`src/source/uart_params.svh`:
```
`ifndef UART_PARAMS_SVH
`define UART_PARAMS_SVH

// clocks spent on each bit of a frame
`define UART_CLKS_PER_BIT 16

// start, eight data, parity, stop
`define UART_FRAME_BITS 11

// byte buffer between sequencer and serializer, power of two
`define BYTE_FIFO_DEPTH 4

`endif
```
`src/source/cmd_pkg.sv`:
```
package cmd_pkg;

  // read/write flag in bit 15
  localparam logic CMD_WRITE = 1'b0;
  localparam logic CMD_READ = 1'b1;

  // one 16-bit command word, two layouts
  typedef union packed {
    struct packed {
      logic       rw;
      logic [6:0] addr;
      logic [7:0] data;
    } wr;
    // low byte carries nothing on a read
    struct packed {
      logic       rw;
      logic [6:0] addr;
      logic [7:0] unused;
    } rd;
  } bridge_cmd_u;

endpackage

```
`src/source/uart_frame_pkg.sv`:
```
package uart_frame_pkg;

  // line levels
  localparam logic START_BIT = 1'b0;
  localparam logic STOP_BIT = 1'b1;

  // bit slots within a frame, slot 0 goes out first
  localparam int START_POS = 0;
  localparam int DATA_LSB_POS = 1;
  localparam int DATA_MSB_POS = 8;
  localparam int PARITY_POS = 9;
  localparam int STOP_POS = 10;

  // parity bit that leaves an odd count of ones over data and parity
  function automatic logic odd_parity(input logic [7:0] data);
    return ~(^data);
  endfunction

endpackage

```
`src/source/uart_cmd_bridge.sv`:
```
`timescale 1ns/1ps

module uart_cmd_bridge (
  input  logic                 clk,
  input  logic                 rst_n,
  input  cmd_pkg::bridge_cmd_u cmd_in,
  input  logic                 cmd_vld,
  input  logic                 rx,
  output logic                 cmd_rdy,
  output logic                 tx,
  output logic                 read_rdy,
  output logic [8:0]           read_data
);

  logic       push;
  logic [7:0] push_data;
  logic       full;
  logic       pop;
  logic [7:0] pop_data;
  logic       empty;
  logic       byte_sent;
  logic       rx_valid;
  logic [8:0] rx_result;

  cmd_sequencer u_seq (
    .clk       (clk),
    .rst_n     (rst_n),
    .cmd_in    (cmd_in),
    .cmd_vld   (cmd_vld),
    .full      (full),
    .byte_sent (byte_sent),
    .rx_valid  (rx_valid),
    .rx_result (rx_result),
    .cmd_rdy   (cmd_rdy),
    .push      (push),
    .push_data (push_data),
    .read_rdy  (read_rdy),
    .read_data (read_data)
  );

  byte_fifo u_fifo (
    .clk       (clk),
    .rst_n     (rst_n),
    .push      (push),
    .push_data (push_data),
    .pop       (pop),
    .pop_data  (pop_data),
    .full      (full),
    .empty     (empty)
  );

  uart_tx_serializer u_tx (
    .clk       (clk),
    .rst_n     (rst_n),
    .empty     (empty),
    .pop_data  (pop_data),
    .pop       (pop),
    .tx        (tx),
    .byte_sent (byte_sent)
  );

  uart_rx_deserializer u_rx (
    .clk       (clk),
    .rst_n     (rst_n),
    .rx        (rx),
    .rx_valid  (rx_valid),
    .rx_result (rx_result)
  );

endmodule

```
`src/source/cmd_sequencer.sv`:
```
`timescale 1ns/1ps

module cmd_sequencer (
  input  logic                 clk,
  input  logic                 rst_n,
  input  cmd_pkg::bridge_cmd_u cmd_in,
  input  logic                 cmd_vld,
  input  logic                 full,
  input  logic                 byte_sent,
  input  logic                 rx_valid,
  input  logic [8:0]           rx_result,
  output logic                 cmd_rdy,
  output logic                 push,
  output logic [7:0]           push_data,
  output logic                 read_rdy,
  output logic [8:0]           read_data
);

  localparam logic [1:0] S_IDLE = 2'd0;
  localparam logic [1:0] S_PUSH = 2'd1;
  localparam logic [1:0] S_SEND = 2'd2;
  localparam logic [1:0] S_RESP = 2'd3;

  logic [1:0]           state;
  cmd_pkg::bridge_cmd_u cmd_q;
  // 0 picks the rw/addr byte and 1 the write data byte
  logic                 byte_sel;
  logic [1:0]           pushed_cnt;
  logic [1:0]           sent_cnt;
  logic                 accept;
  logic                 is_write;
  logic                 last_byte;

  assign accept = cmd_vld && cmd_rdy;
  assign is_write = cmd_q.wr.rw == cmd_pkg::CMD_WRITE;
  assign last_byte = byte_sel || !is_write;

  assign push = (state == S_PUSH) && !full;
  assign push_data = byte_sel ? cmd_q.wr.data : {cmd_q.rd.rw, cmd_q.rd.addr};

  always_ff @(posedge clk) begin
    if (accept) begin
      cmd_q <= cmd_in;
    end
    if (state == S_RESP && rx_valid) begin
      read_data <= rx_result;
    end
  end

  always_ff @(posedge clk or negedge rst_n) begin
    if (!rst_n) begin
      state <= S_IDLE;
      cmd_rdy <= 1'b1;
      byte_sel <= 1'b0;
      pushed_cnt <= 2'd0;
      sent_cnt <= 2'd0;
      read_rdy <= 1'b0;
    end else begin
      read_rdy <= 1'b0;
      case (state)
        S_IDLE: begin
          if (accept) begin
            state <= S_PUSH;
            cmd_rdy <= 1'b0;
            byte_sel <= 1'b0;
            pushed_cnt <= 2'd0;
            sent_cnt <= 2'd0;
          end
        end
        S_PUSH: begin
          if (push) begin
            pushed_cnt <= pushed_cnt + 2'd1;
            if (last_byte) begin
              state <= S_SEND;
            end else begin
              byte_sel <= 1'b1;
            end
          end
        end
        S_SEND: begin
          // every pushed byte has left on tx
          if (sent_cnt == pushed_cnt) begin
            if (is_write) begin
              state <= S_IDLE;
              cmd_rdy <= 1'b1;
            end else begin
              state <= S_RESP;
            end
          end
        end
        default: begin
          if (rx_valid) begin
            read_rdy <= 1'b1;
            cmd_rdy <= 1'b1;
            state <= S_IDLE;
          end
        end
      endcase
      if (state != S_IDLE && byte_sent) begin
        sent_cnt <= sent_cnt + 2'd1;
      end
    end
  end

  // buffer has drained by the time a new command starts pushing
  a_no_push_full: assert property (
    @(posedge clk) disable iff (!rst_n)
    state == S_PUSH |-> !full
  );

  // a response byte only comes back while a read waits for it
  a_rx_valid_in_read: assert property (
    @(posedge clk) disable iff (!rst_n)
    rx_valid |-> state == S_RESP
  );

endmodule

```
`src/source/uart_rx_deserializer.sv`:
```
`timescale 1ns/1ps
`include "uart_params.svh"

module uart_rx_deserializer (
  input  logic       clk,
  input  logic       rst_n,
  input  logic       rx,
  output logic       rx_valid,
  output logic [8:0] rx_result
);

  localparam int CPB = `UART_CLKS_PER_BIT;
  localparam int FB = `UART_FRAME_BITS;
  localparam int CNT_W = $clog2(CPB);
  localparam int BIT_W = $clog2(FB);

  localparam logic [BIT_W-1:0] START_IDX = BIT_W'(uart_frame_pkg::START_POS);
  localparam logic [BIT_W-1:0] DATA_LO_IDX = BIT_W'(uart_frame_pkg::DATA_LSB_POS);
  localparam logic [BIT_W-1:0] DATA_HI_IDX = BIT_W'(uart_frame_pkg::DATA_MSB_POS);
  localparam logic [BIT_W-1:0] PARITY_IDX = BIT_W'(uart_frame_pkg::PARITY_POS);
  localparam logic [BIT_W-1:0] STOP_IDX = BIT_W'(uart_frame_pkg::STOP_POS);

  // two sync stages, third stage only for edge detect
  logic [2:0]       rx_sh;
  logic             rx_bit;
  logic             start_edge;
  logic             busy;
  logic [CNT_W-1:0] clk_cnt;
  logic [BIT_W-1:0] bit_idx;
  logic             mid_tick;
  logic             end_tick;
  logic [7:0]       data_q;
  logic             par_q;
  logic             stop_q;

  assign rx_bit = rx_sh[1];
  assign start_edge = rx_sh[2] && !rx_sh[1];
  assign mid_tick = clk_cnt == CNT_W'(CPB / 2 - 1);
  assign end_tick = clk_cnt == CNT_W'(CPB - 1);

  always_ff @(posedge clk or negedge rst_n) begin
    if (!rst_n) begin
      rx_sh <= '1;
    end else begin
      rx_sh <= {rx_sh[1:0], rx};
    end
  end

  always_ff @(posedge clk or negedge rst_n) begin
    if (!rst_n) begin
      busy <= 1'b0;
      clk_cnt <= '0;
      bit_idx <= '0;
      rx_valid <= 1'b0;
    end else begin
      rx_valid <= 1'b0;
      if (!busy) begin
        if (start_edge) begin
          busy <= 1'b1;
          clk_cnt <= '0;
          bit_idx <= START_IDX;
        end
      end else if (mid_tick && bit_idx == START_IDX && rx_bit != uart_frame_pkg::START_BIT) begin
        // line went back high, just a glitch
        busy <= 1'b0;
      end else if (end_tick) begin
        clk_cnt <= '0;
        if (bit_idx == STOP_IDX) begin
          busy <= 1'b0;
          rx_valid <= 1'b1;
        end else begin
          bit_idx <= bit_idx + 1'b1;
        end
      end else begin
        clk_cnt <= clk_cnt + 1'b1;
      end
    end
  end

  always_ff @(posedge clk) begin
    if (busy && mid_tick) begin
      if (bit_idx >= DATA_LO_IDX && bit_idx <= DATA_HI_IDX) begin
        data_q <= {rx_bit, data_q[7:1]};
      end
      if (bit_idx == PARITY_IDX) begin
        par_q <= rx_bit;
      end
      if (bit_idx == STOP_IDX) begin
        stop_q <= rx_bit;
      end
    end
    // error flag covers bad parity and a low stop bit
    if (busy && end_tick && bit_idx == STOP_IDX) begin
      rx_result <= {(par_q != uart_frame_pkg::odd_parity(data_q)) ||
                    (stop_q != uart_frame_pkg::STOP_BIT), data_q};
    end
  end

endmodule

```
`src/source/uart_tx_serializer.sv`:
```
`timescale 1ns/1ps
`include "uart_params.svh"

module uart_tx_serializer (
  input  logic       clk,
  input  logic       rst_n,
  input  logic       empty,
  input  logic [7:0] pop_data,
  output logic       pop,
  output logic       tx,
  output logic       byte_sent
);

  localparam int CPB = `UART_CLKS_PER_BIT;
  localparam int FB = `UART_FRAME_BITS;
  localparam int CNT_W = $clog2(CPB);
  localparam int BIT_W = $clog2(FB);

  logic             busy;
  logic [CNT_W-1:0] clk_cnt;
  logic [BIT_W-1:0] bit_idx;
  logic [FB-1:0]    frame_q;
  logic [FB-1:0]    next_frame;
  logic             last_tick;
  logic             frame_end;

  always_comb begin
    next_frame = '1;
    next_frame[uart_frame_pkg::START_POS] = uart_frame_pkg::START_BIT;
    next_frame[uart_frame_pkg::DATA_MSB_POS:uart_frame_pkg::DATA_LSB_POS] = pop_data;
    next_frame[uart_frame_pkg::PARITY_POS] = uart_frame_pkg::odd_parity(pop_data);
    next_frame[uart_frame_pkg::STOP_POS] = uart_frame_pkg::STOP_BIT;
  end

  assign last_tick = clk_cnt == CNT_W'(CPB - 1);
  assign frame_end = busy && last_tick && (bit_idx == BIT_W'(FB - 1));
  assign byte_sent = frame_end;
  // reload in the stop bit's last cycle so bytes go out without a gap
  assign pop = (!busy || frame_end) && !empty;

  always_ff @(posedge clk) begin
    if (pop) begin
      frame_q <= next_frame;
    end else if (busy && last_tick) begin
      frame_q <= {1'b1, frame_q[FB-1:1]};
    end
  end

  always_ff @(posedge clk or negedge rst_n) begin
    if (!rst_n) begin
      busy <= 1'b0;
      clk_cnt <= '0;
      bit_idx <= '0;
      tx <= 1'b1;
    end else if (pop) begin
      busy <= 1'b1;
      clk_cnt <= '0;
      bit_idx <= '0;
      tx <= next_frame[uart_frame_pkg::START_POS];
    end else if (busy) begin
      if (frame_end) begin
        busy <= 1'b0;
        clk_cnt <= '0;
      end else if (last_tick) begin
        clk_cnt <= '0;
        bit_idx <= bit_idx + 1'b1;
        tx <= frame_q[1];
      end else begin
        clk_cnt <= clk_cnt + 1'b1;
      end
    end
  end

  a_idle_line_high: assert property (
    @(posedge clk) disable iff (!rst_n)
    !busy |-> tx
  );

endmodule

```
`src/source/byte_fifo.sv`:
```
`timescale 1ns/1ps
`include "uart_params.svh"

module byte_fifo (
  input  logic       clk,
  input  logic       rst_n,
  input  logic       push,
  input  logic [7:0] push_data,
  input  logic       pop,
  output logic [7:0] pop_data,
  output logic       full,
  output logic       empty
);

  localparam int DEPTH = `BYTE_FIFO_DEPTH;
  localparam int AW = $clog2(DEPTH);

  logic [7:0]  mem [DEPTH];
  // extra msb tells a full buffer from an empty one
  logic [AW:0] wr_ptr;
  logic [AW:0] rd_ptr;
  logic        do_push;
  logic        do_pop;

  assign do_push = push && !full;
  assign do_pop = pop && !empty;

  always_ff @(posedge clk) begin
    if (do_push) begin
      mem[wr_ptr[AW-1:0]] <= push_data;
    end
  end

  always_ff @(posedge clk or negedge rst_n) begin
    if (!rst_n) begin
      wr_ptr <= '0;
      rd_ptr <= '0;
    end else begin
      if (do_push) begin
        wr_ptr <= wr_ptr + 1'b1;
      end
      if (do_pop) begin
        rd_ptr <= rd_ptr + 1'b1;
      end
    end
  end

  assign pop_data = mem[rd_ptr[AW-1:0]];
  assign empty = wr_ptr == rd_ptr;
  assign full = (wr_ptr[AW] != rd_ptr[AW]) && (wr_ptr[AW-1:0] == rd_ptr[AW-1:0]);

  a_no_overflow: assert property (
    @(posedge clk) disable iff (!rst_n)
    push |-> !full
  );

  a_no_underflow: assert property (
    @(posedge clk) disable iff (!rst_n)
    pop |-> !empty
  );

endmodule

```
`config.mk`:
```
export PLATFORM = sky130hd
export DESIGN_NAME = uart_cmd_bridge
export DESIGN_NICKNAME = d
export VERILOG_FILES = /design/src/source/cmd_pkg.sv /design/src/source/uart_frame_pkg.sv /design/src/source/uart_cmd_bridge.sv /design/src/source/cmd_sequencer.sv /design/src/source/uart_rx_deserializer.sv /design/src/source/uart_tx_serializer.sv /design/src/source/byte_fifo.sv
export VERILOG_INCLUDE_DIRS = /design/src /design/src/source
export SDC_FILE = /design/constraint.sdc
export NUM_CORES = 1
export LEC_CHECK = 0
export ABC_AREA = 1
export BUFFER_PORTS_ARGS = -buffer_cell sky130_fd_sc_hd__clkbuf_2
export CAP_MARGIN = 20
export CORE_ASPECT_RATIO = 0.6
export CORE_MARGIN = 2
export CORE_UTILIZATION = 35
export DETAILED_ROUTE_END_ITERATION = 6
export HOLD_SLACK_MARGIN = 0.1
export PLACE_DENSITY = 0.61
export SLEW_MARGIN = 0
export SYNTH_ARGS = -nofsm -noshare
export SYNTH_HDL_FRONTEND = slang
export SYNTH_SLANG_ARGS = --single-unit
```
`constraint.sdc`:
```
create_clock -name clk -period 2.9 [get_ports clk]
set_clock_uncertainty 0.2 [all_clocks]
set_input_delay 0.145 -clock clk [delete_from_list [all_inputs] [get_ports clk]]
set_output_delay 0.145 -clock clk [all_outputs]
set_load 0.03 [all_outputs]
```
==> summary by stage <==
Synth
Synthesis produced a netlist with a net count of 533. Synthesis produced a netlist whose cell count is 500. The area share of the largest cell type after synthesis is 0.4730. In this run, synthesis inferred 85 flip-flops with an integrated enable. The number of storage elements in the synthesis netlist is 123. The synthesis warning total is 0. The netlist uses 36 different library cells. By count the netlist is led by sky130_fd_sc_hd__nand2_1 (150), sky130_fd_sc_hd__edfxtp_1 (85), sky130_fd_sc_hd__nand3_1 (45). The fraction of registers with async set or reset after synthesis is 0.3089. The part of the Yosys area used for sequential elements is 0.6504. The combined area of all synthesized cells is 5396 µm². The biggest area consumer among synthesized cells is sky130_fd_sc_hd__edfxtp_1.

Averaged over all synthesized cells, the footprint is 10.79 µm². Yosys attributes the largest share of cell area to sky130_fd_sc_hd__edfxtp_1 (47%), sky130_fd_sc_hd__dfrtp_1 (15%), sky130_fd_sc_hd__nand2_1 (10%). The primary flip-flop cell chosen by synthesis mapping is sky130_fd_sc_hd__edfxtp_1. The most common cell in the synthesized netlist is sky130_fd_sc_hd__nand2_1.

Critical path
The category of the most critical setup path is reg2reg. Counting both buffers and inverters, the worst setup path holds a total of 2. The setup slack on the worst flop-to-flop path is 510 ps. The startpoint of the lowest-slack register-to-register path is u_tx.clk_cnt[0]$_DFFE_PN0P_. STA classifies the critical path startpoint as a flop. Data on the critical path is required at its endpoint by 2750 ps. The category of cells accounting for the largest share of critical-path delay is simple AND/OR/NAND/NOR gates.

The critical-path maximum fanout is 26. STA classifies the critical path endpoint as a flop. STA puts the critical path data arrival time at 2250 ps. For the worst flop-to-flop path, the logic depth is 10. The critical path's slowest cell is sky130_fd_sc_hd__dfrtp_1. The worst register-to-register path ends at u_tx.frame_q[8]$_DFFE_PP_. In this design, the stage delay of the slowest critical-path cell is 400 ps.

The dominant cell type by count on the critical path is sky130_fd_sc_hd__nand2_1. Traced cell by cell, the critical path runs through ha_1 > nand2_1 > inv_1 > nand2_1 > nor2_2 > buf_4 > nand2_1 > nand2_2 > nand2_4 > nand2_1.

Finish
Across the whole layout, storage elements account for 3510 µm². The final layout contains 599 nets. In the final layout, the multi-input gates occupy 1634 µm². The total inserted antenna cells is 0.

The signed area change from the synthesized netlist to the final layout is 20.96%. The proportion of layout cells with a drive suffix above 1 is 0.1623. The count of placed standard cells in the final layout, fillers left out is 782. The layout has 1,396 filler cells.

Die
Measured along the x axis, the die boundary spans 164.3 µm. The floorplan step set the die height to 100.2 µm. For this configuration, the core starts out at a cell density of 0.3551. In this run the core area contains 35 standard-cell rows. The area of the die is 16,460 µm². The area of the placeable core is 15,200 µm². The number of primary I/O pins is 32.

STA
The setup TNS is 0 ps. The share of the clock period used by the worst path is 0.8256. Setup repair after global routing left no endpoint under its margin. The worst-margin pin slew is 836.3 ps. The maximum achievable frequency is 417.7 MHz. The number of endpoints failing setup at the final stage is 0. The slack of the critical path is 505.9 ps. The count of final hold-check violations came to 0. The max-slew violation total from the final report came to 0. The worst max-slew margin expressed relative to the limit is 0.4404.

The clock period minus final worst setup slack is 2394 ps.

Clocking
TritonCTS built the clock tree. The clock latency on the worst-skew pair is 400 ps. The total clock buffers created by CTS is 17.

The number of setup buffers added after CTS is 0. The post-cts repair resize count is 0. The number of buffers on the longest clock path is 2. The clock transition time at the flip-flop clock pins of the worst setup and hold paths is 60 ps. The maximum level of the CTS H-tree is 4. The clock root buffer master is sky130_fd_sc_hd__clkbuf_16.

The total number of clock tree sinks is 123.

Routing
After detailed routing, the average wire length per cell comes to 12.99 µm. In the routed design, unresolved DRC markers number 0. The via density per instance is 4.515. The number of DRC markers in iteration 0 is 282. Summed over all layers, the routed wires come to 10,160 µm.

The number of routed nets with antenna violations is 0. The number of iterations in the first detailed-routing pass is 4. The routed layout has 3,531 vias.

GRT
The global-route wire length before repair is 17,050 µm. The leftover overflow at the end of global routing is 0. The global-route usage over all layers is 0.1365. Entering global routing, the biggest net connects 39 pins. The via count of the first global-routing pass is 3,493. The initial antenna violation count is 0.

Job
Across the run, the number of max-cap violations was 0.

Worst hold path
The path class of the tightest hold or removal check is reg2reg. The end of the worst hold path is u_rx.rx_sh[1]$_DFF_PN1_. In this run the most critical hold path is launched from u_rx.rx_sh[0]$_DFF_PN1_.

The worst hold path was traced through 0 stages.

Place
The final HPWL from detailed placement is 7040 µm. Routability-driven placement finished with a final weighted congestion of 0.8179. Prior to clock tree synthesis, the placed netlist has a worst setup slack of 529.1 ps. The number of placed instances, taps included, is 729. Port buffering added 31 buffers.

Status
The run finished with clean final reports.

Power and ir drop
In this run the static leakage power is 2.730 nW. The post-layout total power is 5.482 mW. Dividing total power by cell area gives a power density of 839.8 nW/µm². The maximum vdd drop is 476.1 µV.
==> layer usage <==
| layer | wire (µm) | global-route usage |
|---|---|---|
| met5 | 0 | 0 |
| met4 | 99 | 0.04993 |
| met3 | 503 | 0.03926 |
| met2 | 4274 | 0.1915 |
| met1 | 5281 | 0.2004 |
==> report_power, final <==
group	switching (mW)	internal, mW	total, mW
Sequential	0.145	2.12	2.27
Combinational	0.871	0.416	1.29
Clock	0.755	1.17	1.93
Total	1.77	3.71	5.48
==> stage by stage <==
stage               hold slack (ps)  utilization  instance area [µm²]
floorplan                    -350.6            -                 5396
global placement              36.73       0.3789                 5758
detailed placement            39.58       0.3789                 5758
CTS                           153.7       0.4276                 6497
global route                  164.8       0.4296                 6528
finish                        154.5       0.4296                 6528
==> worst max path at each step <==
stage	endpoint	cells past startpoint	start
floorplan	u_rx.data_q[0]$_DFFE_PP_	5	u_rx.clk_cnt[0]$_DFFE_PN0P_
global placement	u_fifo.mem[2][1]$_DFFE_PP_	5	u_fifo.rd_ptr[1]$_DFFE_PN0P_
detailed placement	u_tx.frame_q[8]$_DFFE_PP_	10	u_tx.clk_cnt[0]$_DFFE_PN0P_
CTS	u_tx.frame_q[2]$_DFFE_PP_	10	u_tx.clk_cnt[0]$_DFFE_PN0P_
global route	u_tx.frame_q[4]$_DFFE_PP_	10	u_tx.clk_cnt[0]$_DFFE_PN0P_
finish	u_tx.frame_q[8]$_DFFE_PP_	10	u_tx.clk_cnt[0]$_DFFE_PN0P_
==> registers in the layout (all words and copies together) (netlist names), 3 cells and up <==
register / count
u_rx.bit_idx: 4
u_rx.clk_cnt: 4
u_tx.bit_idx: 4
u_rx.data_q: 8
u_tx.frame_q: 9
u_seq.cmd_q: 16
u_rx.rx_sh: 3
u_seq.read_data: 9
u_rx.rx_result: 9
u_fifo.rd_ptr: 3
u_fifo.wr_ptr: 3
u_tx.clk_cnt: 4
u_fifo.mem: 32
==> area by class of cell <==
type	count	share of cell area
Sequential cell	123	0.5377
Multi-Input combinational cell	322	0.2503
Clock buffer	17	0.06517
Timing Repair Buffer	56	0.06210
Tap cell	203	0.03891
Inverter	46	0.02684
Clock inverter	15	0.01898
==> logic make-up after synthesis <==
group           count (synthesis)  synth area share
flops                         123            0.6504
fa+ha+maj                      13           0.03014
simple gates                  246            0.1962
xor+xnor                       18           0.03061
buf+inv                        55           0.04683
compound gates                 45           0.04591
==> layout by cell type, fill, tap and decap left out, types with 2 or more instances in the layout <==
cell	netlist	routed
sky130_fd_sc_hd__a211oi_1	2	2
sky130_fd_sc_hd__a21oi_1	17	17
sky130_fd_sc_hd__buf_4	1	4
sky130_fd_sc_hd__clkbuf_16	0	17
sky130_fd_sc_hd__clkbuf_2	0	31
sky130_fd_sc_hd__clkinv_1	1	5
sky130_fd_sc_hd__clkinv_4	0	2
sky130_fd_sc_hd__clkinvlp_4	0	4
sky130_fd_sc_hd__dfrtp_1	33	33
sky130_fd_sc_hd__dfstp_2	5	5
sky130_fd_sc_hd__dlygate4sd3_1	0	20
sky130_fd_sc_hd__edfxtp_1	85	85
sky130_fd_sc_hd__ha_1	13	13
sky130_fd_sc_hd__inv_1	36	36
sky130_fd_sc_hd__inv_2	8	8
sky130_fd_sc_hd__inv_6	0	3
sky130_fd_sc_hd__nand2_1	150	150
sky130_fd_sc_hd__nand2_2	6	6
sky130_fd_sc_hd__nand2_4	2	2
sky130_fd_sc_hd__nand3_1	45	45
sky130_fd_sc_hd__nand4_1	3	3
sky130_fd_sc_hd__nor2_1	29	29
sky130_fd_sc_hd__nor2_2	2	2
sky130_fd_sc_hd__nor3_1	3	3
sky130_fd_sc_hd__o21ai_0	10	10
sky130_fd_sc_hd__o21ai_1	12	12
sky130_fd_sc_hd__or2_2	2	2
sky130_fd_sc_hd__xnor2_1	6	6
sky130_fd_sc_hd__xor2_1	11	11
==> what timing repair did <==
item	in CTS	in global routing
setup endpoints to repair	0	0
hold buffers	19	1
hold endpoints to repair	55	1
==> worst reg2reg max path, stage by stage, from the launching register on <==
cell and delay (ps):
sky130_fd_sc_hd__dfrtp_1 400, sky130_fd_sc_hd__ha_1 220, sky130_fd_sc_hd__nand2_1 80, sky130_fd_sc_hd__inv_1 40
sky130_fd_sc_hd__nand2_1 80, sky130_fd_sc_hd__nor2_2 40, sky130_fd_sc_hd__buf_4 160, sky130_fd_sc_hd__nand2_1 130
sky130_fd_sc_hd__nand2_2 90, sky130_fd_sc_hd__nand2_4 240, sky130_fd_sc_hd__nand2_1 360
No activity file was read; power rests on OpenSTA's default activity.
